[config.mk]
export PLATFORM = sky130hd
export DESIGN_NAME = result_out
export DESIGN_NICKNAME = d
export VERILOG_FILES = /design/src/besm_pkg.sv /design/src/result_out.sv
export SDC_FILE = /design/constraint.sdc
export NUM_CORES = 1
export LEC_CHECK = 0
export BUFFER_PORTS_ARGS = -buffer_cell sky130_fd_sc_hd__buf_4
export CORE_MARGIN = 3
export CORE_UTILIZATION = 44
export DETAILED_ROUTE_END_ITERATION = 6
export HOLD_SLACK_MARGIN = 0.03
export PLACE_DENSITY = 0.91
export SYNTH_ARGS = -nofsm -noshare
export SYNTH_HDL_FRONTEND = slang
export SYNTH_SLANG_ARGS = --single-unit
[constraint.sdc]
create_clock -name clk -period 1.6 [get_ports clk]
set_clock_uncertainty 0.2 [all_clocks]
set_input_delay 0 -clock clk [delete_from_list [all_inputs] [get_ports clk]]
set_output_delay 0 -clock clk [all_outputs]
set_load 0.02 [all_outputs]
[src/besm_pkg.sv]
// ----------------------------------------
// Paging unit shared definitions
// Widths, command and bus-op codes
// Payload types for map, flags and results
// ----------------------------------------

package besm_pkg;

    // ----------------------------------------
    // Widths
    // ----------------------------------------
    localparam int PAGE_BITS   = 10;                    // Page number, one word
    localparam int OFFSET_BITS = 10;                    // Offset inside a page
    localparam int ADDR_BITS   = 20;                    // Virtual or physical address
    localparam int NUM_PAGES   = 1024;                  // Pages in the map

    typedef logic [PAGE_BITS-1:0] page_t;               // Page number
    typedef logic [ADDR_BITS-1:0] addr_t;               // Page joined to offset

    // ----------------------------------------
    // Command codes
    // ----------------------------------------
    typedef enum logic [2:0] {
        CMD_NOP       = 3'd0,                           // Idle slot
        CMD_MAP_WR    = 3'd1,                           // Write page map entry
        CMD_XLATE     = 3'd2,                           // Translate, mark used/dirty
        CMD_PAGING    = 3'd3,                           // Paging-disable switch
        CMD_FLAGS_RD  = 3'd4,                           // Read used/dirty of indexed page
        CMD_FLAGS_WR  = 3'd5,                           // Write used/dirty of indexed page
        CMD_REPRIO_RD = 3'd6,                           // Read reprio bit of indexed page
        CMD_FILL      = 3'd7                            // Start reprio fill
    } cmd_op_t;

    // Bus-operation code, as seen by the arbiter
    typedef logic [3:0] arb_op_t;

    // Write-class bus ops, one bit per code
    // 2 icache wr, 4 dcache wr, 10 result wr, 11 rmw, 12 block wr
    localparam logic [15:0] ARB_WRITE_OPS = 16'h1C14;

    // ----------------------------------------
    // Payloads
    // ----------------------------------------
    typedef struct packed {
        logic dirty;                                    // Page was modified
        logic used;                                     // Page was referenced
    } page_flags_t;

    typedef logic [ADDR_BITS-1:0] result_t;             // Read result word

endpackage

[src/result_out.sv]
// ----------------------------------------
// Read result select and output register
// One-cycle valid pulse per read command
// ----------------------------------------

`timescale 1ns/1ns

module result_out (
    input  logic                  clk,
    input  logic                  reset,
    input  logic                  i_xlate,              // Translate result
    input  logic                  i_flags_rd,           // Flags result
    input  logic                  i_reprio_rd,          // Reprio result
    input  besm_pkg::addr_t       i_phys,               // Physical address
    input  besm_pkg::page_flags_t i_flags,              // Indexed page flags
    input  logic                  i_reprio,             // Indexed page reprio
    output logic                  o_valid,              // Result strobe
    output besm_pkg::result_t     o_result              // Result word
);
    import besm_pkg::*;

    logic    rd_any;
    result_t result_d;

    assign rd_any = i_xlate | i_flags_rd | i_reprio_rd;

    always_comb begin
        result_d = '0;
        if (i_xlate)
            result_d = i_phys;
        else if (i_flags_rd)
            result_d = result_t'({i_flags.dirty, i_flags.used, 1'b0});   // Bit 0 spare
        else if (i_reprio_rd)
            result_d = result_t'(i_reprio);             // Zero-extended
    end

    always_ff @(posedge clk) begin
        if (reset)
            o_valid <= 1'b0;
        else
            o_valid <= rd_any;                          // Strobes are one-hot
    end

    always_ff @(posedge clk) begin
        if (rd_any)
            o_result <= result_d;                       // Held between reads
    end

endmodule

==> reports/metrics.csv, run 1 <==
metric,value,unit
synth.area.mux_share,0,%
synth_top_family_by_area,simple AND/OR/NAND/NOR gates,
lastStage,clock tree synthesis,
synth_top_area_share,75.1,%
yosysWarnings,0,
cts-root-buf,clkbuf_4,
synthDistinctLibCells,9,
cts_setup_buffers,0,
ys_seq_area_share,77.6,%
syn_area,800,sq um
synth_nets,79,
cts_buffers,3,
portBuffers,48,
synth_compound_area_share,2.19,%
die_width,48.6,um
stop_error,"[ERROR DPL-0038] Utilization greater than 100%, impossible to legalize",
syn_area_per_cell,15.7,sq um
clock_path_buffers,2,
ios,49,
rows,14,
htree_levels,1,
cts_hold_buf,47,
start_util,49.6,%
synthXorXnorAreaFrac,0,%
yosys.area.top_type,edfxtp_1,
place_congestion,0.672,
synth_simple_gate_area_share,19.2,%
synth_seq_cells,21,
ctsResizeCount,0,
clock-sinks,21,
yosys-top-cells-area,"edfxtp_1 (75%), and2_1 (13%), nand2_1 (2.8%), dfxtp_1 (2.5%), nor2b_4 (1.7%)",
netlist_instances,51,
synth_fa_ha_area_share,0,%
die_h,48.6,um
outcome,aborted with a tool error,
place_inst,121,
==> stage by stage <==
step | utilization (%) | area, sq um | setup slack [ns]
after detailed placement | 73.4 | 1180 | 0.437
after global placement | 73.4 | 1180 | 0.465
after floorplan | - | 800 | 0.633
==> synth_stat cells <==
cell / instances
clkbuf_1: 2
or3_4: 1
nor2b_4: 1
edfxtp_1: 20
o21ai_0: 2
dfxtp_1: 1
o31ai_1: 1
nand2_1: 6
and2_1: 17
==> cells by family after synthesis <==
family | count (synthesis)
DFF | 21
and+or+nand+nor | 25
AOI/OAI and AO/OA | 3
buffers and inverters | 2
==> inputs of run 2 (changes only) <==
CORE_AREA = 3 3 64 66   (was not set)
CORE_MARGIN = not set   (was 3)
CORE_UTILIZATION = not set   (was 44)
DIE_AREA = 0 0 67 69   (was not set)
HOLD_SLACK_MARGIN = not set   (was 0.03)
PLACE_DENSITY = not set   (was 0.91)
PLACE_DENSITY_LB_ADDON = 0.15   (was not set)
==> reports/metrics.csv, run 2 <==
metric,value,unit,change
htree_levels,1,,unchanged
grt.overflow.total,0,,
final_cell_mix,"buf_4 (48), dlygate4sd3_1 (36), edfxtp_1 (20), and2_1 (17), nand2_1 (6)",,
cp.arrival,1.37,ns,
globalRouteMet1Util,8.67,%,
combPwrFrac,22.5,%,
cts_buffers,3,,unchanged
synthDistinctLibCells,9,,unchanged
rsz0062_at_grt,no,,
drv_slew,0,,
cpPeakStageDelay,0.55,ns,
synth_nets,79,,unchanged
drc,0,,
internal-power,996,uW,
die_width,67,um,+38%
synth_edf_count,20,,unchanged
p_sw_share,22.8,%,
diodes,0,,
finalCritPeriodShare,97.2,%,
final_common_cell,buf_4,,
grt_max_degree,25,,
cp_max_fo,1,,
layout.nets,166,,
clkPwrFrac,26.0,%,
first_iter_violations,11,,
drive_above_1_share,39.4,%,
ctsResizeCount,0,,unchanged
path_class,in -> reg,,
grt-busiest-layer,met2,,
setup_ws,0.0455,ns,
cts-root-buf,clkbuf_8,,
clock-sinks,21,,unchanged
largest_reg_flops,20,,
synthFlopType,edfxtp_1,,
ant_nets,0,,
worst_pin_slew,0.282,ns,
finalWirelength,1980,um,
cts.clk_slew.worst_paths,0.07,ns,
finalCriticalPeriod,1.55,ns,
area_growth,103,%,
whs,-0.00670,ns,
rows,22,,+8
path_cells,dlygate4sd3_1 -> buf_4 -> and2_1 -> dlygate4sd3_1,,
critPathCaptureType,register,,
setup_violations,0,,
ir_drop,0.262,mV,
netlist_top_cells_count,"edfxtp_1 (20), and2_1 (17), nand2_1 (6)",,
syn_area,800,sq um,unchanged
synth_top_area_share,75.1,%,unchanged
yosys.area.top_type,edfxtp_1,,
grt_pass1_wl,3210,um,
drtPass1Iterations,2,,
dieArea,0.00462,sq mm,
wl_per_cell,10.7,um,
avgViaCountPerCell,3.79,,
grt_pass1_vias,740,,
yosysWarnings,0,,unchanged
antenna_found_initial,0,,
synth_seq_cells,21,,unchanged
portBuffers,48,,unchanged
crit_slowest_cell,dlygate4sd3_1,,
num_vias,702,,
synthMostInstantiatedCell,edfxtp_1,,
start_util,22.0,%,-28 points
hold_class,in -> reg,,
netlist_instances,51,,unchanged
p_per_area,797,mW/mm^2,
largestRegisters,"o_result x20, o_valid x1",,
dp_slack,0.422,ns,-0.0143 ns
critPathRequiredTime,1.41,ns,
seq_power_share,51.6,%,
top_register,o_result,,
worstSetupStartpointType,input port,,
syn_area_per_cell,15.7,sq um,unchanged
die_h,69,um,+42%
p_sw,294,uW,
grtUsageTotal,9.30,%,
use_met2,17.4,%,
met3_usage,2.28,%,
async_flop_share,0,%,unchanged
slew_headroom,81.2,%,
crit_buf_inv,3,,
crit_top_cell,dlygate4sd3_1,,
cts_hold_buf,36,,-23%
violations,negative hold slack,,
hold_violations,7,,
core,0.00363,sq mm,
power_leakage,0.725,nW,
ios,49,,unchanged
yosys-top-cells-area,"edfxtp_1 (75%), and2_1 (13%), nand2_1 (2.8%), dfxtp_1 (2.5%), nor2b_4 (1.7%)",,
outcome,"finished, violations left",,
cpLargestDelayFamily,buffers and inverters,,
cts_tree,yes,,
fin_tns_setup,0,ns,
ys_seq_area_share,77.6,%,unchanged
place_congestion,0.630,,-6.3%
max_freq,0.643,GHz,
clock_path_buffers,2,,unchanged
max-cap-violations,0,,
cts_setup_buffers,0,,unchanged
run 2: cell counts after synthesis:
No cell type changed its count.
run 2: path summary, 6_finish.rpt:
kind / start / endpoint / slack (ns) / depth (start not counted)
max: i_phys[16] / o_result[16] / 0.05 / 4
min: i_xlate / o_result[15] / -0.007 / 2
run 2: cells by family (layout without fill, tap and decap cells):
family | Yosys count | count (layout) | synth area share, %
buffers and inverters | 2 | 88 | 0.939
flip-flops | 21 | 21 | 77.6
AO/OA/AOI/OAI | 3 | 3 | 2.19
AND/OR/NAND/NOR | 25 | 25 | 19.2
run 2: power groups by stage:
stage | Sequential (mW) | Combinational, mW | Clock [mW]
finish | 0.665 | 0.290 | 0.335
floorplan | 0.739 | 0.0323 | 0
detailed placement | 0.679 | 0.224 | 0
global placement | 0.679 | 0.222 | 0
CTS | 0.667 | 0.293 | 0.353
global route | 0.670 | 0.313 | 0.376
run 2: per-stage QoR:
step                power [mW]  std cells  utilization (%)  cell area, sq um  hold WS, ns
finish                    1.29        185             44.6              1620     -0.00670
detailed placement       0.903        145             33.4              1210      -0.0248
CTS                       1.31        185             44.6              1620    0.0000429
floorplan                0.772         51                -               800       -0.136
global placement         0.902        145             33.4              1210      -0.0274
global route              1.36        185             44.6              1620       0.0264
run 2: cell type report:
| class | instances | area, sq um |
|---|---|---|
| clock buffer | 3 | 41.3 |
| fill | 350 | 2010 |
| tap | 48 | 60.1 |
| multi-input combinational | 28 | 171 |
| clock inverter | 1 | 5.00 |
| timing repair buffer | 84 | 721 |
| sequential | 21 | 621 |
run 2: routing by layer:
metal  part of all wire, %  vias to the layer above
met5                     0                        -
met4                   2.8                        0
met3                   6.8                        6
met2                    56                       24
met1                    34                      324
li1                      -                      348
No activity file was read; power rests on OpenSTA's default activity.
