===== src/besm_pkg.sv =====
// ----------------------------------------
// Paging unit shared definitions
// Widths, command and bus-op codes
// Payload types for map, flags and results
// ----------------------------------------

package besm_pkg;

    // ----------------------------------------
    // Widths
    // ----------------------------------------
    localparam int PAGE_BITS   = 10;                    // Page number, one word
    localparam int OFFSET_BITS = 10;                    // Offset inside a page
    localparam int ADDR_BITS   = 20;                    // Virtual or physical address
    localparam int NUM_PAGES   = 1024;                  // Pages in the map

    typedef logic [PAGE_BITS-1:0] page_t;               // Page number
    typedef logic [ADDR_BITS-1:0] addr_t;               // Page joined to offset

    // ----------------------------------------
    // Command codes
    // ----------------------------------------
    typedef enum logic [2:0] {
        CMD_NOP       = 3'd0,                           // Idle slot
        CMD_MAP_WR    = 3'd1,                           // Write page map entry
        CMD_XLATE     = 3'd2,                           // Translate, mark used/dirty
        CMD_PAGING    = 3'd3,                           // Paging-disable switch
        CMD_FLAGS_RD  = 3'd4,                           // Read used/dirty of indexed page
        CMD_FLAGS_WR  = 3'd5,                           // Write used/dirty of indexed page
        CMD_REPRIO_RD = 3'd6,                           // Read reprio bit of indexed page
        CMD_FILL      = 3'd7                            // Start reprio fill
    } cmd_op_t;

    // Bus-operation code, as seen by the arbiter
    typedef logic [3:0] arb_op_t;

    // Write-class bus ops, one bit per code
    // 2 icache wr, 4 dcache wr, 10 result wr, 11 rmw, 12 block wr
    localparam logic [15:0] ARB_WRITE_OPS = 16'h1C14;

    // ----------------------------------------
    // Payloads
    // ----------------------------------------
    typedef struct packed {
        logic dirty;                                    // Page was modified
        logic used;                                     // Page was referenced
    } page_flags_t;

    typedef logic [ADDR_BITS-1:0] result_t;             // Read result word

endpackage


===== src/page_flags.sv =====
// ----------------------------------------
// Per-page used/dirty memory
// Reprio bit memory with sequential fill
// ----------------------------------------

`timescale 1ns/1ns

module page_flags (
    input  logic                  clk,
    input  logic                  reset,
    input  logic                  i_xlate,              // Mark translated page
    input  logic                  i_mark_dirty,         // Translate is write-class
    input  logic                  i_flags_wr,           // Write indexed page flags
    input  logic                  i_fill,               // Start reprio fill
    input  besm_pkg::addr_t       i_wdata,              // Flags or fill value
    input  besm_pkg::addr_t       i_phys,               // Translated address
    input  besm_pkg::page_t       i_page_index,         // Indexed page
    output besm_pkg::page_flags_t o_flags,              // Indexed page flags
    output logic                  o_reprio,             // Indexed page reprio bit
    output logic                  o_busy                // Fill running
);
    import besm_pkg::*;

    page_t       phys_page;
    page_t       flag_addr;                             // Shared read/write page
    page_flags_t flag_rdata;
    page_flags_t flag_wdata;
    page_t       fill_cnt;                              // Next page to fill
    logic        fill_val;                              // Bit written by the fill
    logic        fill_busy;

    assign phys_page = i_phys[ADDR_BITS-1:OFFSET_BITS];

    // ----------------------------------------
    // Used/dirty, read-modify-write on xlate
    // ----------------------------------------
    assign flag_addr = i_xlate ? phys_page : i_page_index;

    always_comb begin
        if (i_xlate) begin
            flag_wdata.used  = 1'b1;                    // Referenced
            flag_wdata.dirty = flag_rdata.dirty | i_mark_dirty;   // Sticky
        end else begin
            flag_wdata.used  = i_wdata[1];              // Same layout as read
            flag_wdata.dirty = i_wdata[2];
        end
    end

    page_ram #(.entry_t(page_flags_t)) flags_ram_i (
        .clk     (clk),
        .i_we    (i_xlate | i_flags_wr),
        .i_waddr (flag_addr),
        .i_wdata (flag_wdata),
        .i_raddr (flag_addr),
        .o_rdata (flag_rdata)
    );

    assign o_flags = flag_rdata;

    // ----------------------------------------
    // Reprio fill, one page per cycle
    // ----------------------------------------
    always_ff @(posedge clk) begin
        if (reset) begin
            fill_busy <= 1'b0;
        end else if (fill_busy) begin
            if (fill_cnt == page_t'(NUM_PAGES - 1))
                fill_busy <= 1'b0;                      // Last page written
        end else if (i_fill) begin
            fill_busy <= 1'b1;                          // New fill ignored while busy
        end
    end

    always_ff @(posedge clk) begin
        if (fill_busy) begin
            fill_cnt <= fill_cnt + 1'b1;
        end else if (i_fill) begin
            fill_cnt <= i_page_index;                   // Start at indexed page
            fill_val <= i_wdata[0];
        end
    end

    page_ram #(.entry_t(logic)) reprio_ram_i (
        .clk     (clk),
        .i_we    (fill_busy),
        .i_waddr (fill_cnt),
        .i_wdata (fill_val),
        .i_raddr (i_page_index),
        .o_rdata (o_reprio)
    );

    assign o_busy = fill_busy;

endmodule


===== src/page_ram.sv =====
// ----------------------------------------
// Per-page memory, one entry per page
// Sync write, async read, any payload type
// ----------------------------------------

`timescale 1ns/1ns

module page_ram #(
    parameter type entry_t = logic                      // Stored payload
) (
    input  logic            clk,
    input  logic            i_we,                       // Write enable
    input  besm_pkg::page_t i_waddr,                    // Write page
    input  entry_t          i_wdata,                    // Write payload
    input  besm_pkg::page_t i_raddr,                    // Read page
    output entry_t          o_rdata                     // Read payload, same cycle
);
    import besm_pkg::*;

    entry_t mem [NUM_PAGES];                            // No reset, contents undefined

    always_ff @(posedge clk) begin
        if (i_we) begin
            mem[i_waddr] <= i_wdata;
        end
    end

    assign o_rdata = mem[i_raddr];                      // Combinational lookup

endmodule


===== config.mk =====
export PLATFORM = sky130hd
export DESIGN_NAME = page_flags
export DESIGN_NICKNAME = d
export VERILOG_FILES = /design/src/besm_pkg.sv /design/src/page_flags.sv /design/src/page_ram.sv
export SDC_FILE = /design/constraint.sdc
export NUM_CORES = 2
export LEC_CHECK = 0
export ABC_AREA = 1
export BUFFER_PORTS_ARGS = -buffer_cell sky130_fd_sc_hd__buf_2
export CORE_MARGIN = 2
export CORE_UTILIZATION = 40
export DETAILED_ROUTE_END_ITERATION = 6
export PLACE_DENSITY_LB_ADDON = 0.2
export REMOVE_ABC_BUFFERS = 1
export SYNTH_ARGS = -nofsm -noshare
export SYNTH_HDL_FRONTEND = slang
export SYNTH_SLANG_ARGS = --single-unit

===== constraint.sdc =====
create_clock -name clk -period 18.89 [get_ports clk]
set_input_delay 0.9445 -clock clk [delete_from_list [all_inputs] [get_ports clk]]
set_output_delay 0.9445 -clock clk [all_outputs]
set_load 0.1 [all_outputs]

; ---- Word level (Yosys, flattened, before mapping)
; Memory sizes are Yosys's and may differ from the RTL's.
; Cells that the tools add are included.
[classes]
n_bitwise = 3
add_sub_neg = 1
reduce_logical = 2
n_mux = 11
n_eq_ne = 1
[op_table]
columns = operator, count
row1 = 2-to-1 mux 10 bit, 3
row2 = "adder 10 x 1 -> 10 bit, second input constant", 1
row3 = "equality test 10 bit, second input constant", 1
row4 = 2-to-1 mux 1 bit, 7
row5 = 2-to-1 mux 2 bit, 1
row6 = OR 1 bit, 2
row7 = AND reduction 2 bit, 1
row8 = nonzero test 2 bit, 1
row9 = inverter 1 bit, 1
[word_totals]
regBits = 12
elab_cells = 23
in_bits = 56
mem_bits_rw = 3072
memories = 2
output_inout_bits = 4
[mem_list]
columns = name, depth, word_bits, rd, rd_ports_with_merged_regs, wr, line
row1 = flags_ram_i.mem, 1024, 2, 1, 0, 1, page_ram.sv:20  ; entry_t mem [NUM_PAGES];
row2 = reprio_ram_i.mem, 1024, 1, 1, 0, 1, page_ram.sv:20

; ---- Logic depth before layout (Yosys ltp)
; An unclocked memory read counts as a cell.
[depth]
ltp_word = 4
ltp_mapped = 22
mapped_depth_nobuf = 19

; ---- By module
; From an unflattened synthesis, not the netlist that was laid out.
[unflattened]
hier_cells = 12768
hier_area_um2 = 134118.6
[modules_own_cells]
columns = mod, area_per_inst_um2, seq_area_each_um2, cells_each, instances
row1 = page_ram at flags_ram_i, 86913.4, 61499.0, 7974, 1
row2 = page_ram at reprio_ram_i, 46372.0, 30749.5, 4678, 1
row3 = page_flags, 833.3, 350.3, 116, 1

; ---- Worst setup path before layout
; OpenSTA, ideal clock, no wires.
[synth_timing]
path_type = input to register
start = input i_xlate
end = memory flags_ram_i.mem[0][1] in the netlist's numbering (data pin)
setup_time_ps = 2491
setup_slack_ps = 2884
arrival_time_ps = 13515
n_path_buf = 3
t_required_ps = 16399
path_stages = 20
path_cell_list = buf_4 nand2_1 inv_1 nor2_4 buf_2 clkbuf_1 nand2_1 nand2_1 nand2_1 nand2_1 nor2_1 nand2_1 nand2_1 nand2_1 o21ai_1 nand2_1 nor2_1 nand3_1 nand2_1 inv_1
[synth_rtl]
columns = element, line
row1 = start: declaration, page_flags.sv:11  ; input logic i_xlate,
row2 = end: declaration, page_ram.sv:20

==> Flow_metrics.wiki <==
{| class="wikitable"
! Metric !! Value
|-
| Critical path origin || i_xlate
|-
| Clock share of power || roughly 42%
|-
| Total Routed Length || between 400000 and 500000 microns
|-
| Number of antenna violations at the first check in global routing || 10
|-
| Cell internal power dissipation || between 10 and 15 mW
|-
| Flops & latches, synth || about 3100
|-
| Seq/Total Area, Yosys || around 70%
|-
| CTS Buf Count || about 330
|-
| Share of power burned in registers || about half
|-
| Clk_skew || about 0.082 ns
|-
| Class of the worst hold path || in2reg
|-
| Transition time of the tightest slew-check pin || between 1 and 1.5 ns
|-
| Chip Width || roughly 580 microns
|-
| Vias/cell || 5.53
|-
| Number of buffers on the longest clock path || 4
|-
| CTS tree || yes
|-
| Critical path required time || 17.95 ns
|-
| Most frequently used flop master after synthesis || edfxtp_1
|-
| Gr ovfl total || 0
|-
| Leakage power || approximately 50 nW
|-
| Die height || between 500 and 600 microns
|-
| Number of gates resized after cts || 0
|-
| Proportion of power drawn by combinational gates || ~7.4%
|-
| Number of cells on the worst reg-to-reg path || 18
|-
| Pre-CTS setup slack || between 9 and 10 ns
|-
| Run status || finished, final reports clean
|-
| Share of Yosys cell area claimed by the top area cell type || about 70%
|-
| I/O pin cnt || 60
|-
| Number of fill cells || just over 30000
|-
| Latest clock arrival within the worst-skew pair || around 0.95 ns
|-
| Critical path's largest stage delay || around 1 ns
|-
| Leading cell type by number of instances after synthesis || nand2_1
|-
| Leading post-synthesis cells by cell area || edfxtp_1, nand2_1, nor2_1
|-
| Reg2Reg Setup Slack || roughly 14 ns
|-
| # Max-Cap Violations || 0
|-
| Cell Area, Synth || between 100000 and 150000 sq um
|-
| Post-route ant nets || 0
|-
| Destination of the worst register-to-register timing path || flags_ram_i.mem[196][1]
|-
| Area inside the core boundary || 327000 sq um
|-
| Total iterations of the first detailed-routing run || 6
|-
| Maximum frequency from static timing analysis || 0.112 GHz
|-
| Crit path max-delay cell type || nor2_4
|-
| Worst hold margin || 0.211 ns
|-
| Power per cell area || between 100 and 150 nW/um^2
|-
| Critical path cell sequence || buf_2 -> buf_4 -> inv_2 -> nand2_2 -> nand2_8 -> nor2_4 -> buf_4 -> buf_4 -> buf_4 -> a22oi_1 -> nand2_1 -> nand2_1 -> nand2_1 -> nor2_1 -> nand2_1 -> nand2_1 -> nand3_1 -> nor2_1 -> nor2_1 -> nor2_1 -> nand2_1 -> buf_2
|-
| Number of DRC markers in iteration 0 || roughly 10000
|-
| Hold violation total from the final report || 0
|-
| WP depth || 22
|-
| Synthesized instance count || between 10000 and 15000
|-
| Largest driver fanout on the critical path || 46
|-
| DIE AREA || ~330000 sq um
|-
| Number of warnings reported in the yosys synthesis log || 0
|-
| Detailed Place HPWL || between 200000 and 250000 microns
|-
| Via count of the first global-routing pass || between 90000 and 100k
|-
| First-pass GRT wire length || between 500000 and 600000 microns
|-
| Maximum ir drop on the vdd rail || around 0.095 mV
|-
| Final cycle utilization of the critical path || between 40% and 50%
|-
| Crit Reg-Reg Startpoint || flags_ram_i.mem[12][1]
|-
| Cell class contributing the biggest share of worst-path delay || simple AND/OR/NAND/NOR gates
|-
| TritonCTS sink count || 3084
|-
| Most numerous cell types in the synthesized netlist || nand2_1, edfxtp_1, nor2_1, clkbuf_1, o21ai_0
|-
| Layout net count || around 12000
|-
| Worst setup path class || in2out
|-
| Total of hold buffers inserted after clock tree synthesis || 0
|-
| Post-synthesis cell type with the largest combined area || edfxtp_1
|-
| # DRC || 0
|-
| Syn Area/Cell || about 11 sq um
|-
| Setup tns final || 0 ns
|-
| Unrepaired setup endpoints after global routing || false
|-
| Routed wirelength normalized by instance count || approximately 25 microns
|-
| Switching share of power || about a quarter
|-
| Worst Setup Start Kind || primary input
|-
| Fraction of registers with async set/reset || 0%
|-
| Initial Util || between 40% and 50%
|-
| Synthesis-to-finish area growth || 10.9%
|-
| Std cell rows || 210
|-
| Kind of capture point of the worst setup path || output port
|-
| Count of different cell masters after synthesis || 32
|-
| Buffers & Inverters on Critical Path || 7
|-
| Number of buffers added on ports || 32
|-
| DR vias || between 90000 and 100k
|-
| Buffer count from post-CTS setup fixing || 0
|-
| Fraction of final layout cells sized beyond drive strength 1 || roughly 6.5%
|-
| Post-layout total power || approximately 15 mW
|-
| Count of flip-flops with a built-in enable after synthesis || 3083
|-
| Net Sw Power || approximately 3.6 mW
|-
| Aggregate global-route resource usage || 24.2%
|-
| Fin area || 145000 sq um
|-
| CTS Root Cell || clkbuf_16
|-
| Crit-path most repeated cell || nand2_1
|-
| Data arrival time of the worst path || 7.99 ns
|-
| Setup WS post-layout || 9.96 ns
|-
| Remaining max-slew budget at the tightest pin || a little over an eighth
|-
| Number of failing setup endpoints in the final timing report || 0
|-
| Slew Limit Fails || 0
|-
| Final worst path period need || ~8.9 ns
|-
| Instance area at placement || between 100000 and 150000 sq um
|-
| Pin count of the biggest net entering global routing || around 280
|-
| Max H-tree Level || 5
|-
| Weighted congestion reported at the end of routability-driven placement || slightly above 0.8
|-
| Post-CTS clock slew at the launch and capture registers of the worst setup and hold paths || around 0.06 ns
|-
| Endpoint of the worst setup timing path || o_flags[0]
|}
[registers in the layout, indices dropped and copies added, names as in the netlist]
signal,count
reprio_ram_i.mem,1024
o_busy,1
fill_cnt,10
flags_ram_i.mem,2048
fill_val,1
[area by class of cell]
class / instances / area [sq um] / share of cell area, %
multi-input combinational: 8299 / 34900 / 24.0
inverter: 57 / 240 / 0.165
timing repair buffer: 227 / 1820 / 1.25
clock inverter: 181 / 1620 / 1.11
clock buffer: 409 / 8830 / 6.07
antenna: 5 / 12.5 / 0.00860
sequential: 3084 / 92600 / 63.7
tap: 4346 / 5440 / 3.74
[layout by cell type (no fill, tap or decap), types with 36 or more instances in the layout]
cell type	synthesis	layout
a22oi_1	233	233
buf_4	3	183
clkbuf_1	559	64
clkbuf_16	0	341
clkinv_1	4	81
clkinv_2	0	55
edfxtp_1	3083	3083
inv_1	47	43
nand2_1	3931	3872
nand2_2	10	36
nand3_1	406	402
nand4_1	142	142
nor2_1	2731	2726
o21ai_0	526	526
o22ai_1	255	255
[power groups by stage]
stage / Combinational [mW] / Sequential [mW] / Clock, mW
final: 1.11 / 7.60 / 6.35
after global routing: 1.19 / 7.60 / 6.69
after CTS: 1.11 / 7.60 / 6.44
after detailed placement: 1.11 / 7.75 / 0
after global placement: 1.10 / 7.75 / 0
after floorplan: 0.598 / 7.90 / 0
[routing by layer]
layer	up-vias	share of wire [%]	global-route usage, %
li1	41274	-	-
met1	46215	39	30.4
met2	3602	50	43.1
met3	694	6.8	2.56
met4	0	3.8	8.97
met5	-	0	0
[worst min-delay path by stage]
| stage | slack, ns | start | end | depth (start not counted) |
|---|---|---|---|---|
| 6_report | 0.21 | reset | o_busy | 2 |
| 5_1_grt | 0.20 | reset | o_busy | 2 |
| 4_1_cts | 0.15 | reset | o_busy | 2 |
| 3_5_place_dp | 0.68 | fill_cnt[0] | fill_cnt[0] | 1 |
| 3_3_place_gp | 0.65 | fill_cnt[0] | fill_cnt[0] | 1 |
| 2_1_floorplan | 0.62 | fill_cnt[0] | fill_cnt[0] | 1 |
[per-stage QoR]
stage	std cells	utilization, %
after global placement	16013	41.3
after global routing	16607	44.5
after detailed placement	16013	41.3
after CTS	16603	44.5
final	16608	44.5
after floorplan	11440	-
[kinds of logic (layout without fill, tap and decap cells)]
logic type,count (synthesis),after routing,synth area share (%)
and+or+nand+nor,7253,7253,21.5
AOI/OAI and AO/OA,1039,1039,4.67
DFF,3084,3084,70.6
other,0,5,0
adders and majority gates,4,4,0.0382
buffers and inverters,999,874,3.11
xor gates and xnor gates,3,3,0.0200
Note: power is estimated with default switching activity, not from simulation.
