`src/besm_pkg.sv`:
```
// ----------------------------------------
// Paging unit shared definitions
// Widths, command and bus-op codes
// Payload types for map, flags and results
// ----------------------------------------

package besm_pkg;

    // ----------------------------------------
    // Widths
    // ----------------------------------------
    localparam int PAGE_BITS   = 10;                    // Page number, one word
    localparam int OFFSET_BITS = 10;                    // Offset inside a page
    localparam int ADDR_BITS   = 20;                    // Virtual or physical address
    localparam int NUM_PAGES   = 1024;                  // Pages in the map

    typedef logic [PAGE_BITS-1:0] page_t;               // Page number
    typedef logic [ADDR_BITS-1:0] addr_t;               // Page joined to offset

    // ----------------------------------------
    // Command codes
    // ----------------------------------------
    typedef enum logic [2:0] {
        CMD_NOP       = 3'd0,                           // Idle slot
        CMD_MAP_WR    = 3'd1,                           // Write page map entry
        CMD_XLATE     = 3'd2,                           // Translate, mark used/dirty
        CMD_PAGING    = 3'd3,                           // Paging-disable switch
        CMD_FLAGS_RD  = 3'd4,                           // Read used/dirty of indexed page
        CMD_FLAGS_WR  = 3'd5,                           // Write used/dirty of indexed page
        CMD_REPRIO_RD = 3'd6,                           // Read reprio bit of indexed page
        CMD_FILL      = 3'd7                            // Start reprio fill
    } cmd_op_t;

    // Bus-operation code, as seen by the arbiter
    typedef logic [3:0] arb_op_t;

    // Write-class bus ops, one bit per code
    // 2 icache wr, 4 dcache wr, 10 result wr, 11 rmw, 12 block wr
    localparam logic [15:0] ARB_WRITE_OPS = 16'h1C14;

    // ----------------------------------------
    // Payloads
    // ----------------------------------------
    typedef struct packed {
        logic dirty;                                    // Page was modified
        logic used;                                     // Page was referenced
    } page_flags_t;

    typedef logic [ADDR_BITS-1:0] result_t;             // Read result word

endpackage

```
`src/cmd_decode.sv`:
```
// ----------------------------------------
// Command decoder for the paging unit
// Registers the command port
// One strobe per action, plus dirty level
// ----------------------------------------

`timescale 1ns/1ns

module cmd_decode (
    input  logic              clk,
    input  logic              reset,
    input  logic              i_cmd_valid,              // Command strobe
    input  besm_pkg::cmd_op_t i_cmd_op,                 // Command code
    input  besm_pkg::addr_t   i_addr,                   // Virtual address
    input  besm_pkg::addr_t   i_wdata,                  // Write value
    input  besm_pkg::arb_op_t i_arb_op,                 // Bus op for dirty marking
    output logic              o_map_wr,
    output logic              o_xlate,
    output logic              o_paging_wr,
    output logic              o_flags_rd,
    output logic              o_flags_wr,
    output logic              o_reprio_rd,
    output logic              o_fill,
    output logic              o_mark_dirty,             // Bus op is write-class
    output besm_pkg::addr_t   o_addr,                   // Registered address
    output besm_pkg::addr_t   o_wdata                   // Registered write value
);
    import besm_pkg::*;

    // ----------------------------------------
    // Action strobes
    // ----------------------------------------
    always_ff @(posedge clk) begin
        if (reset) begin
            o_map_wr    <= 1'b0;
            o_xlate     <= 1'b0;
            o_paging_wr <= 1'b0;
            o_flags_rd  <= 1'b0;
            o_flags_wr  <= 1'b0;
            o_reprio_rd <= 1'b0;
            o_fill      <= 1'b0;
        end else begin
            o_map_wr    <= i_cmd_valid && (i_cmd_op == CMD_MAP_WR);
            o_xlate     <= i_cmd_valid && (i_cmd_op == CMD_XLATE);
            o_paging_wr <= i_cmd_valid && (i_cmd_op == CMD_PAGING);
            o_flags_rd  <= i_cmd_valid && (i_cmd_op == CMD_FLAGS_RD);
            o_flags_wr  <= i_cmd_valid && (i_cmd_op == CMD_FLAGS_WR);
            o_reprio_rd <= i_cmd_valid && (i_cmd_op == CMD_REPRIO_RD);
            o_fill      <= i_cmd_valid && (i_cmd_op == CMD_FILL);
        end
    end

    // ----------------------------------------
    // Payload, qualified by the strobes
    // ----------------------------------------
    always_ff @(posedge clk) begin
        o_addr       <= i_addr;
        o_wdata      <= i_wdata;
        o_mark_dirty <= ARB_WRITE_OPS[i_arb_op];        // Only place bus op is looked at
    end

endmodule

```
`config.mk`:
```
export PLATFORM = sky130hd
export DESIGN_NAME = cmd_decode
export DESIGN_NICKNAME = d
export VERILOG_FILES = /design/src/besm_pkg.sv /design/src/cmd_decode.sv
export SDC_FILE = /design/constraint.sdc
export NUM_CORES = 1
export LEC_CHECK = 0
export ABC_AREA = 1
export BUFFER_PORTS_ARGS = -buffer_cell sky130_fd_sc_hd__buf_2
export CAP_MARGIN = 20
export CORE_MARGIN = 2
export CORE_UTILIZATION = 31
export DETAILED_ROUTE_END_ITERATION = 8
export PLACE_DENSITY = 0.72
export RECOVER_POWER = 50
export SLEW_MARGIN = 10
export SYNTH_ARGS = -nofsm -noshare
export SYNTH_HDL_FRONTEND = slang
export SYNTH_SLANG_ARGS = --single-unit
export TNS_END_PERCENT = 30
```
`constraint.sdc`:
```
create_clock -name clk -period 0.8 [get_ports clk]
set_input_delay 0.16 -clock clk [delete_from_list [all_inputs] [get_ports clk]]
set_output_delay 0.16 -clock clk [all_outputs]
set_load 0.02 [all_outputs]
```
# Yosys cells after proc, flatten, opt, wreduce, memory -nomap -nowiden

Memories as Yosys holds them, arrays and structs flattened. A register that Yosys moved wholly into a read port is not among the register bits.
Cells that the tools add are included.

Logic and storage cells: 24
Memories: 1
Output and inout port bits: 48
Bits of input ports: 50
ROM bits: 16
Bits in registers: 47

Eq/ne operators: 7
Reduce and logical (&&, ||, !) cells: 7

Memory list:

| memory           | depth | width | read ports | clocked after Yosys merged registers in | wr ports | line             | source |
|---|---|---|---|---|---|---|---|
| (name not given) | 16    | 1     | 1          | 1                                       | 0        | cmd_decode.sv:59 | `o_mark_dirty <= ARB_WRITE_OPS[i_arb_op];` |

Operator list:

| cell                 | number |
|---|---|
| $eq A3 B3 Y1 const B | 4 |
| $logic_and A1 B1 Y1  | 7 |
| $eq A3 B2 Y1 const B | 2 |
| $eq A3 B1 Y1 const B | 1 |

# Logic depth before layout (Yosys ltp)

Gate-level depths: netlist (run 1).

Depth in word-level cells: 2
Depth in mapped cells: 5
Mapped depth without buffers: 5

# Worst setup path before layout (run 1)

OpenSTA, ideal clock, no wires.

Path type: register to output
From: register o_addr[0]
To: output port o_addr[0]
Cell stages (with the launch flop): 1
Required time: 0.640 ns
Buffers on the path: 0
Path slack: 0.245 ns
Data arrival time: 0.395 ns
Cells stage by stage: dfxtp_1

RTL lines:

| what                   | line             | source |
|---|---|---|
| from (decl)            | cmd_decode.sv:25 | `output besm_pkg::addr_t o_addr,` |
| from (signal assigned) | cmd_decode.sv:57 | `o_addr <= i_addr;` |

No word-level cell between the ends.

# Final worst setup path (run 1)

From: register o_wdata[9]
To: output port o_wdata[9]

RTL lines:

| what                   | line             | source |
|---|---|---|
| from (decl)            | cmd_decode.sv:26 | `output besm_pkg::addr_t o_wdata` |
| from (signal assigned) | cmd_decode.sv:58 | `o_wdata <= i_wdata;` |

No word-level cell between the ends.

==> results of run 1 <==
[layout make-up]
cell class | count | area (um2) | share of cell area, %
multi-input cells | 19 | 76.32 | 3.127
well taps | 46 | 57.56 | 2.358
clock inverters | 3 | 42.54 | 1.743
flip-flops and latches | 48 | 1021 | 41.82
clock buffers | 5 | 37.54 | 1.538
inverters | 6 | 22.52 | 0.9226
repair buffers | 137 | 1184 | 48.49
[worst max-delay path by stage]
stage	endpoint	depth (start not counted)	slack, ns	start
after floorplan	o_addr[0]	0	0.24	o_addr[0]
after CTS	o_wdata[5]	1	-0.20	o_wdata[5]
final	o_wdata[9]	1	-0.19	o_wdata[9]
after global routing	o_addr[15]	1	-0.25	o_addr[15]
after global placement	o_xlate	3	0.16	i_cmd_op[2]
after detailed placement	o_xlate	3	0.17	i_cmd_op[2]
[synth_stat cells (all sizes together)]
cell	count	area, um2
nor2	7	26.28
nand2	10	37.54
nand3b	1	7.510
dfxtp	48	960.9
nand3	1	5.000
inv	6	22.52
[logic make-up after synthesis]
family	Yosys count	share of synthesized area (%)
buffers and inverters	6	2.125
DFF	48	90.67
and+or+nand+nor	19	7.203
[repair_timing]
item / CTS / global route
gates cloned: 0 / 0
hold buffers: 40 / 0
endpoints found under the hold margin: 40 / 0
resized for setup: 144 / 0
endpoints found under the setup margin: 48 / 48
[tightest hold or removal path, cell delays in order]
cell and delay (ns):
buf_2 0.08, nand2_1 0.04, nand2_1 0.05, inv_1 0.03
[layer usage]
metal  global-route usage (%)  vias up
met5                        0        -
met4                    5.000        0
met3                    7.207        2
met2                    34.81       60
met1                    16.53      449
li1                         -      506
[through the flow]
stage          util [%]  hold slack (ns)  instance area (um2)  setup slack, ns  instances
6_report          73.73          0.02388                 2441          -0.1933        264
3_5_place_dp      48.41           0.2636                 1603           0.1695        216
2_1_floorplan         -           0.1877                 1060           0.2449         73
5_1_grt           73.73          0.02894                 2441          -0.2505        264
3_3_place_gp      48.41           0.2619                 1603           0.1616        216
4_1_cts           73.81          0.01074                 2444          -0.2006        264
[power by group through the flow]
stage	sequential (uW)	combinational (uW)	clock, uW
floorplan	2740	27.3	0
global placement	2580	409	0
detailed placement	2590	415	0
CTS	2580	698	1410
global route	2600	751	1560
finish	2590	711	1390
==> qor.yml, run 1 <==
final_layout:
  final_cell_mix: "dfxtp_2 (48), buf_6 (48), buf_2 (47)"
  nets: 267
  area_growth_pct: 130.3
  antenna_cells: 0
  layout-drive-gt1-share_pct: 69.27
  fill_cells: 207
  reg_top3: "o_addr (20), o_wdata (20)"
min_path:
  min_path_type: "primary input to register"
  hold_path_depth: 4
  hold_path_end: "o_mark_dirty"
  hold_start: "i_arb_op[0]"
sta:
  slew_headroom_pct: 90.56
  worst_pin_slew_ns: 0.1412
  hold_violations: 0
  period_share_pct: 124.2
  setup_violations: 48
  drv_slew: 0
  rsz0062_at_grt: "yes"
  max_freq_mhz: 1007
  setup_ws_ns: -0.1933
  fin_crit_ns: 0.9933
  fin_tns_setup_ns: -8.451
die:
  die_area_mm2: 0.003903
  io_pins: 98
  std_cell_rows: 21
  coreArea_mm2: 0.003311
  fp.dieH_um: 62.47
  die_w_um: 62.47
  initial_core_util_pct: 32.01
grt:
  grt_antenna_before_repair: 0
  grt_max_degree: 16
  grt_pass1_wl_mm: 5.195
  grt_overflow: 0
  grt_pass1_vias: 1117
  grt.total_usage_pct: 17.72
routing:
  wl_per_cell_um: 12.46
  routed_wl_mm: 3.290
  vias: 1017
  met2WireLength_mm: 1.845
  highest_layer: "met4"
  viasPerCell: 3.852
  drtAntennaViolNets: 0
  drt-initial-drc-count: 63
  wl_met3_um: 307
  first_pass_iters: 4
  drt-met1-wl_mm: 1.113
  drc: 0
clock_network:
  cts-root-buf: "clkbuf_4"
  clock_sinks: 48
  clk_pin_slew_worst_paths_ns: 0.14
  htreeDepth: 2
  cts_setup_buffers: 0
  cts_tree: "built"
  cts_inserted_buffers: 5
  clockBufferDepth: 2
critical_path:
  critPathKind: "register to primary output"
  slowest_stage: "dfxtp_2"
  path_max_fanout: 1
  cp.arrival_ns: 0.83
  critical_path_buf_inv_count: 1
  required_ns: 0.64
  cp-end-kind: "primary output"
  critical_path.max_stage_delay_ns: 0.36
  cpLargestDelayFamily: "flip-flops"
  start_kind: "register"
  crit_chain: "buf_6"
outcome:
  outcome: "complete, but fails checks"
  violations: "negative setup slack"
placement:
  io_buffers: 97
  hpwl_mm: 1.727
  gpl.final_weighted_congestion: 0.6427
power_and_ir_drop:
  finalPower_uw: 4687
  p_sw_share_pct: 22.93
  p_switching_uw: 1074
  ir_drop_v: 0.001264
  clkPwrFrac_pct: 29.6
  leakagePower_uw: 0.001164
  p_per_area_mw_per_mm2: 1920
  pwr-share-comb_pct: 15.2
  intPower_uw: 3612
  seqPwrFrac_pct: 55.2
logic_synthesis:
  synthCells: 73
  synth_seq_cells: 48
  synthesis.nets: 123
  syn-mean-instance-area_um2: 14.52
  ys_types: 6
  synth-seq-area-share_pct: 90.67
  ys_warn_count: 0
  synthesis.area_mm2: 0.001060
flow_run:
  cap_violations: 0
Power figures use the tool's default switching activity.
==> inputs of run 2 (changes only) <==
--- a/config.mk
+++ b/config.mk
@@ -8,7 +8,8 @@
 export ABC_AREA = 1
 export BUFFER_PORTS_ARGS = -buffer_cell sky130_fd_sc_hd__buf_2
 export CAP_MARGIN = 20
-export CORE_MARGIN = 2
+export CORE_ASPECT_RATIO = 1.4
+export CORE_MARGIN = 5
 export CORE_UTILIZATION = 31
 export DETAILED_ROUTE_END_ITERATION = 8
 export PLACE_DENSITY = 0.72
==> run 2 against run 1 <==
Net effect: the flow still finishes with violations (negative setup slack); routed wire length increased by 8.7%; critical path type unchanged; largest power group unchanged; critical endpoint is now o_addr[2]; critical path depth stayed put; combinational power about the same.
==> qor.yml, run 2 (same netlist as run 1, synthesis figures left out) <==
clock_network:
  cts_inserted_buffers: 5
  cts-root-buf: "clkbuf_8"
  clockBufferDepth: 2
  clock_sinks: 48
  htreeDepth: 2
  clk_pin_slew_worst_paths_ns: 0.08
  cts_tree: "built"
power_and_ir_drop:
  seqPwrFrac_pct: 56.6
  intPower_uw: 3554
  ir_drop_v: 0.001395
  pwr-share-comb_pct: 15.6
  p_switching_uw: 1018
  p_per_area_mw_per_mm2: 1880
  leakagePower_uw: 0.001167
  clkPwrFrac_pct: 27.8
  p_sw_share_pct: 22.26
critical_path:
  cpLargestDelayFamily: "flip-flops"
  slowest_stage: "dfxtp_2"
  required_ns: 0.64
  path_max_fanout: 1
  critical_path_depth: 1
  cp.arrival_ns: 0.74
  critical_path.max_stage_delay_ns: 0.34
  start_kind: "register"
  critical_path_buf_inv_count: 1
  cp-end-kind: "primary output"
  critPathKind: "register to primary output"
  crit_chain: "buf_6"
grt:
  grt_pass1_vias: 1160
  grt.total_usage_pct: 16.29
  grt_antenna_before_repair: 0
  grt_overflow: 0
  grt_pass1_wl_mm: 5.444
  grt_max_degree: 14
sta:
  hold_violations: 0
  max_freq_mhz: 1107
  period_share_pct: 113.0
  drv_slew: 0
  fin_tns_setup_ns: -4.097
  setup_ws_ns: -0.1037
  fin_crit_ns: 0.9037
  rsz0062_at_grt: "yes"
  worst_pin_slew_ns: 0.1659
  slew_headroom_pct: 88.91
  setup_violations: 48
final_layout:
  nets: 267
  reg_top3: "o_addr (20), o_wdata (20)"
  final_cell_mix: "buf_2 (48), dfxtp_2 (48), buf_6 (48)"
  layout-drive-gt1-share_pct: 69.12
  antenna_cells: 0
  area_growth_pct: 129.5
routing:
  routed_wl_mm: 3.576
  drc: 0
  drtAntennaViolNets: 0
  first_pass_iters: 3
  wl_per_cell_um: 13.91
  vias: 1030
  drt-initial-drc-count: 13
  viasPerCell: 4.008
placement:
  gpl.final_weighted_congestion: 0.7739
  preCtsSetupSlack_ns: 0.1422
  io_buffers: 97
  hpwl_mm: 2.173
die:
  io_pins: 98
  fp.dieH_um: 79.18
  initial_core_util_pct: 31.66
  coreArea_mm2: 0.003347
  std_cell_rows: 25
  die_area_mm2: 0.004704
  die_w_um: 59.42
outcome:
  violations: "negative setup slack"
  outcome: "complete, but fails checks"
flow_run:
  cap_violations: 0
min_path:
  hold_path_depth: 4
  min_path_type: "primary input to register"
run 2: changes by cell type in the layout (fill, tap and decap cells not counted):
cell	change
buf_2	+1
bufinv_16	-1
clkbuf_4	-5
clkbuf_8	+5
clkinvlp_4	-1
run 2: path summary, 6_finish.rpt:
check | startpoint | end
worst max-delay path | o_addr[2] | o_addr[2]
worst min-delay path | i_arb_op[0] | o_mark_dirty
run 2: worst min-delay path: stages:
cell and delay (ns):
buf_2 0.08, nand2_1 0.04, nand2_1 0.05, inv_1 0.03
run 2: final cells by class:
cell class	instances	area, um2
Clock buffer	6	72.57
Clock inverter	1	5.005
Fill cell	246	914.6
Inverter	6	22.52
Multi-Input combinational cell	19	76.32
Sequential cell	48	1021
Tap cell	40	50.05
Timing Repair Buffer	137	1185
run 2: power by group through the flow:
stage | Combinational, uW | Clock, uW | Sequential [uW]
finish | 713 | 1270 | 2590
global route | 758 | 1460 | 2600
CTS | 707 | 1330 | 2580
detailed placement | 420 | 0 | 2580
global placement | 411 | 0 | 2580
floorplan | 27.3 | 0 | 2740
run 2: through the flow:
step | cells | area (um2) | hold WS [ns] | utilization [%] | power, uW
6_report | 257 | 2432 | 0.1076 | 72.67 | 4572
3_5_place_dp | 210 | 1595 | 0.2636 | 47.66 | 3005
2_1_floorplan | 73 | 1060 | 0.1877 | - | 2770
5_1_grt | 257 | 2432 | 0.1295 | 72.67 | 4821
4_1_cts | 257 | 2434 | 0.09908 | 72.71 | 4618
3_3_place_gp | 210 | 1595 | 0.2621 | 47.66 | 2992
run 2: metal layers:
layer / vias up / share of wire [%] / wire length [um] / global-route usage (%)
li1: 502 / - / - / -
met1: 464 / 27 / 983 / 13.50
met2: 54 / 59 / 2118 / 31.29
met3: 10 / 10 / 370 / 6.504
met4: 0 / 2.9 / 104 / 7.937
met5: - / 0 / 0 / 0
run 2: timing repair:
action / in CTS / in global routing
hold buffers: 40 / 0
setup endpoints to repair: 48 / 48
gates resized for setup: 144 / 0
setup buffers: 0 / 0
endpoints found under the hold margin: 40 / 0
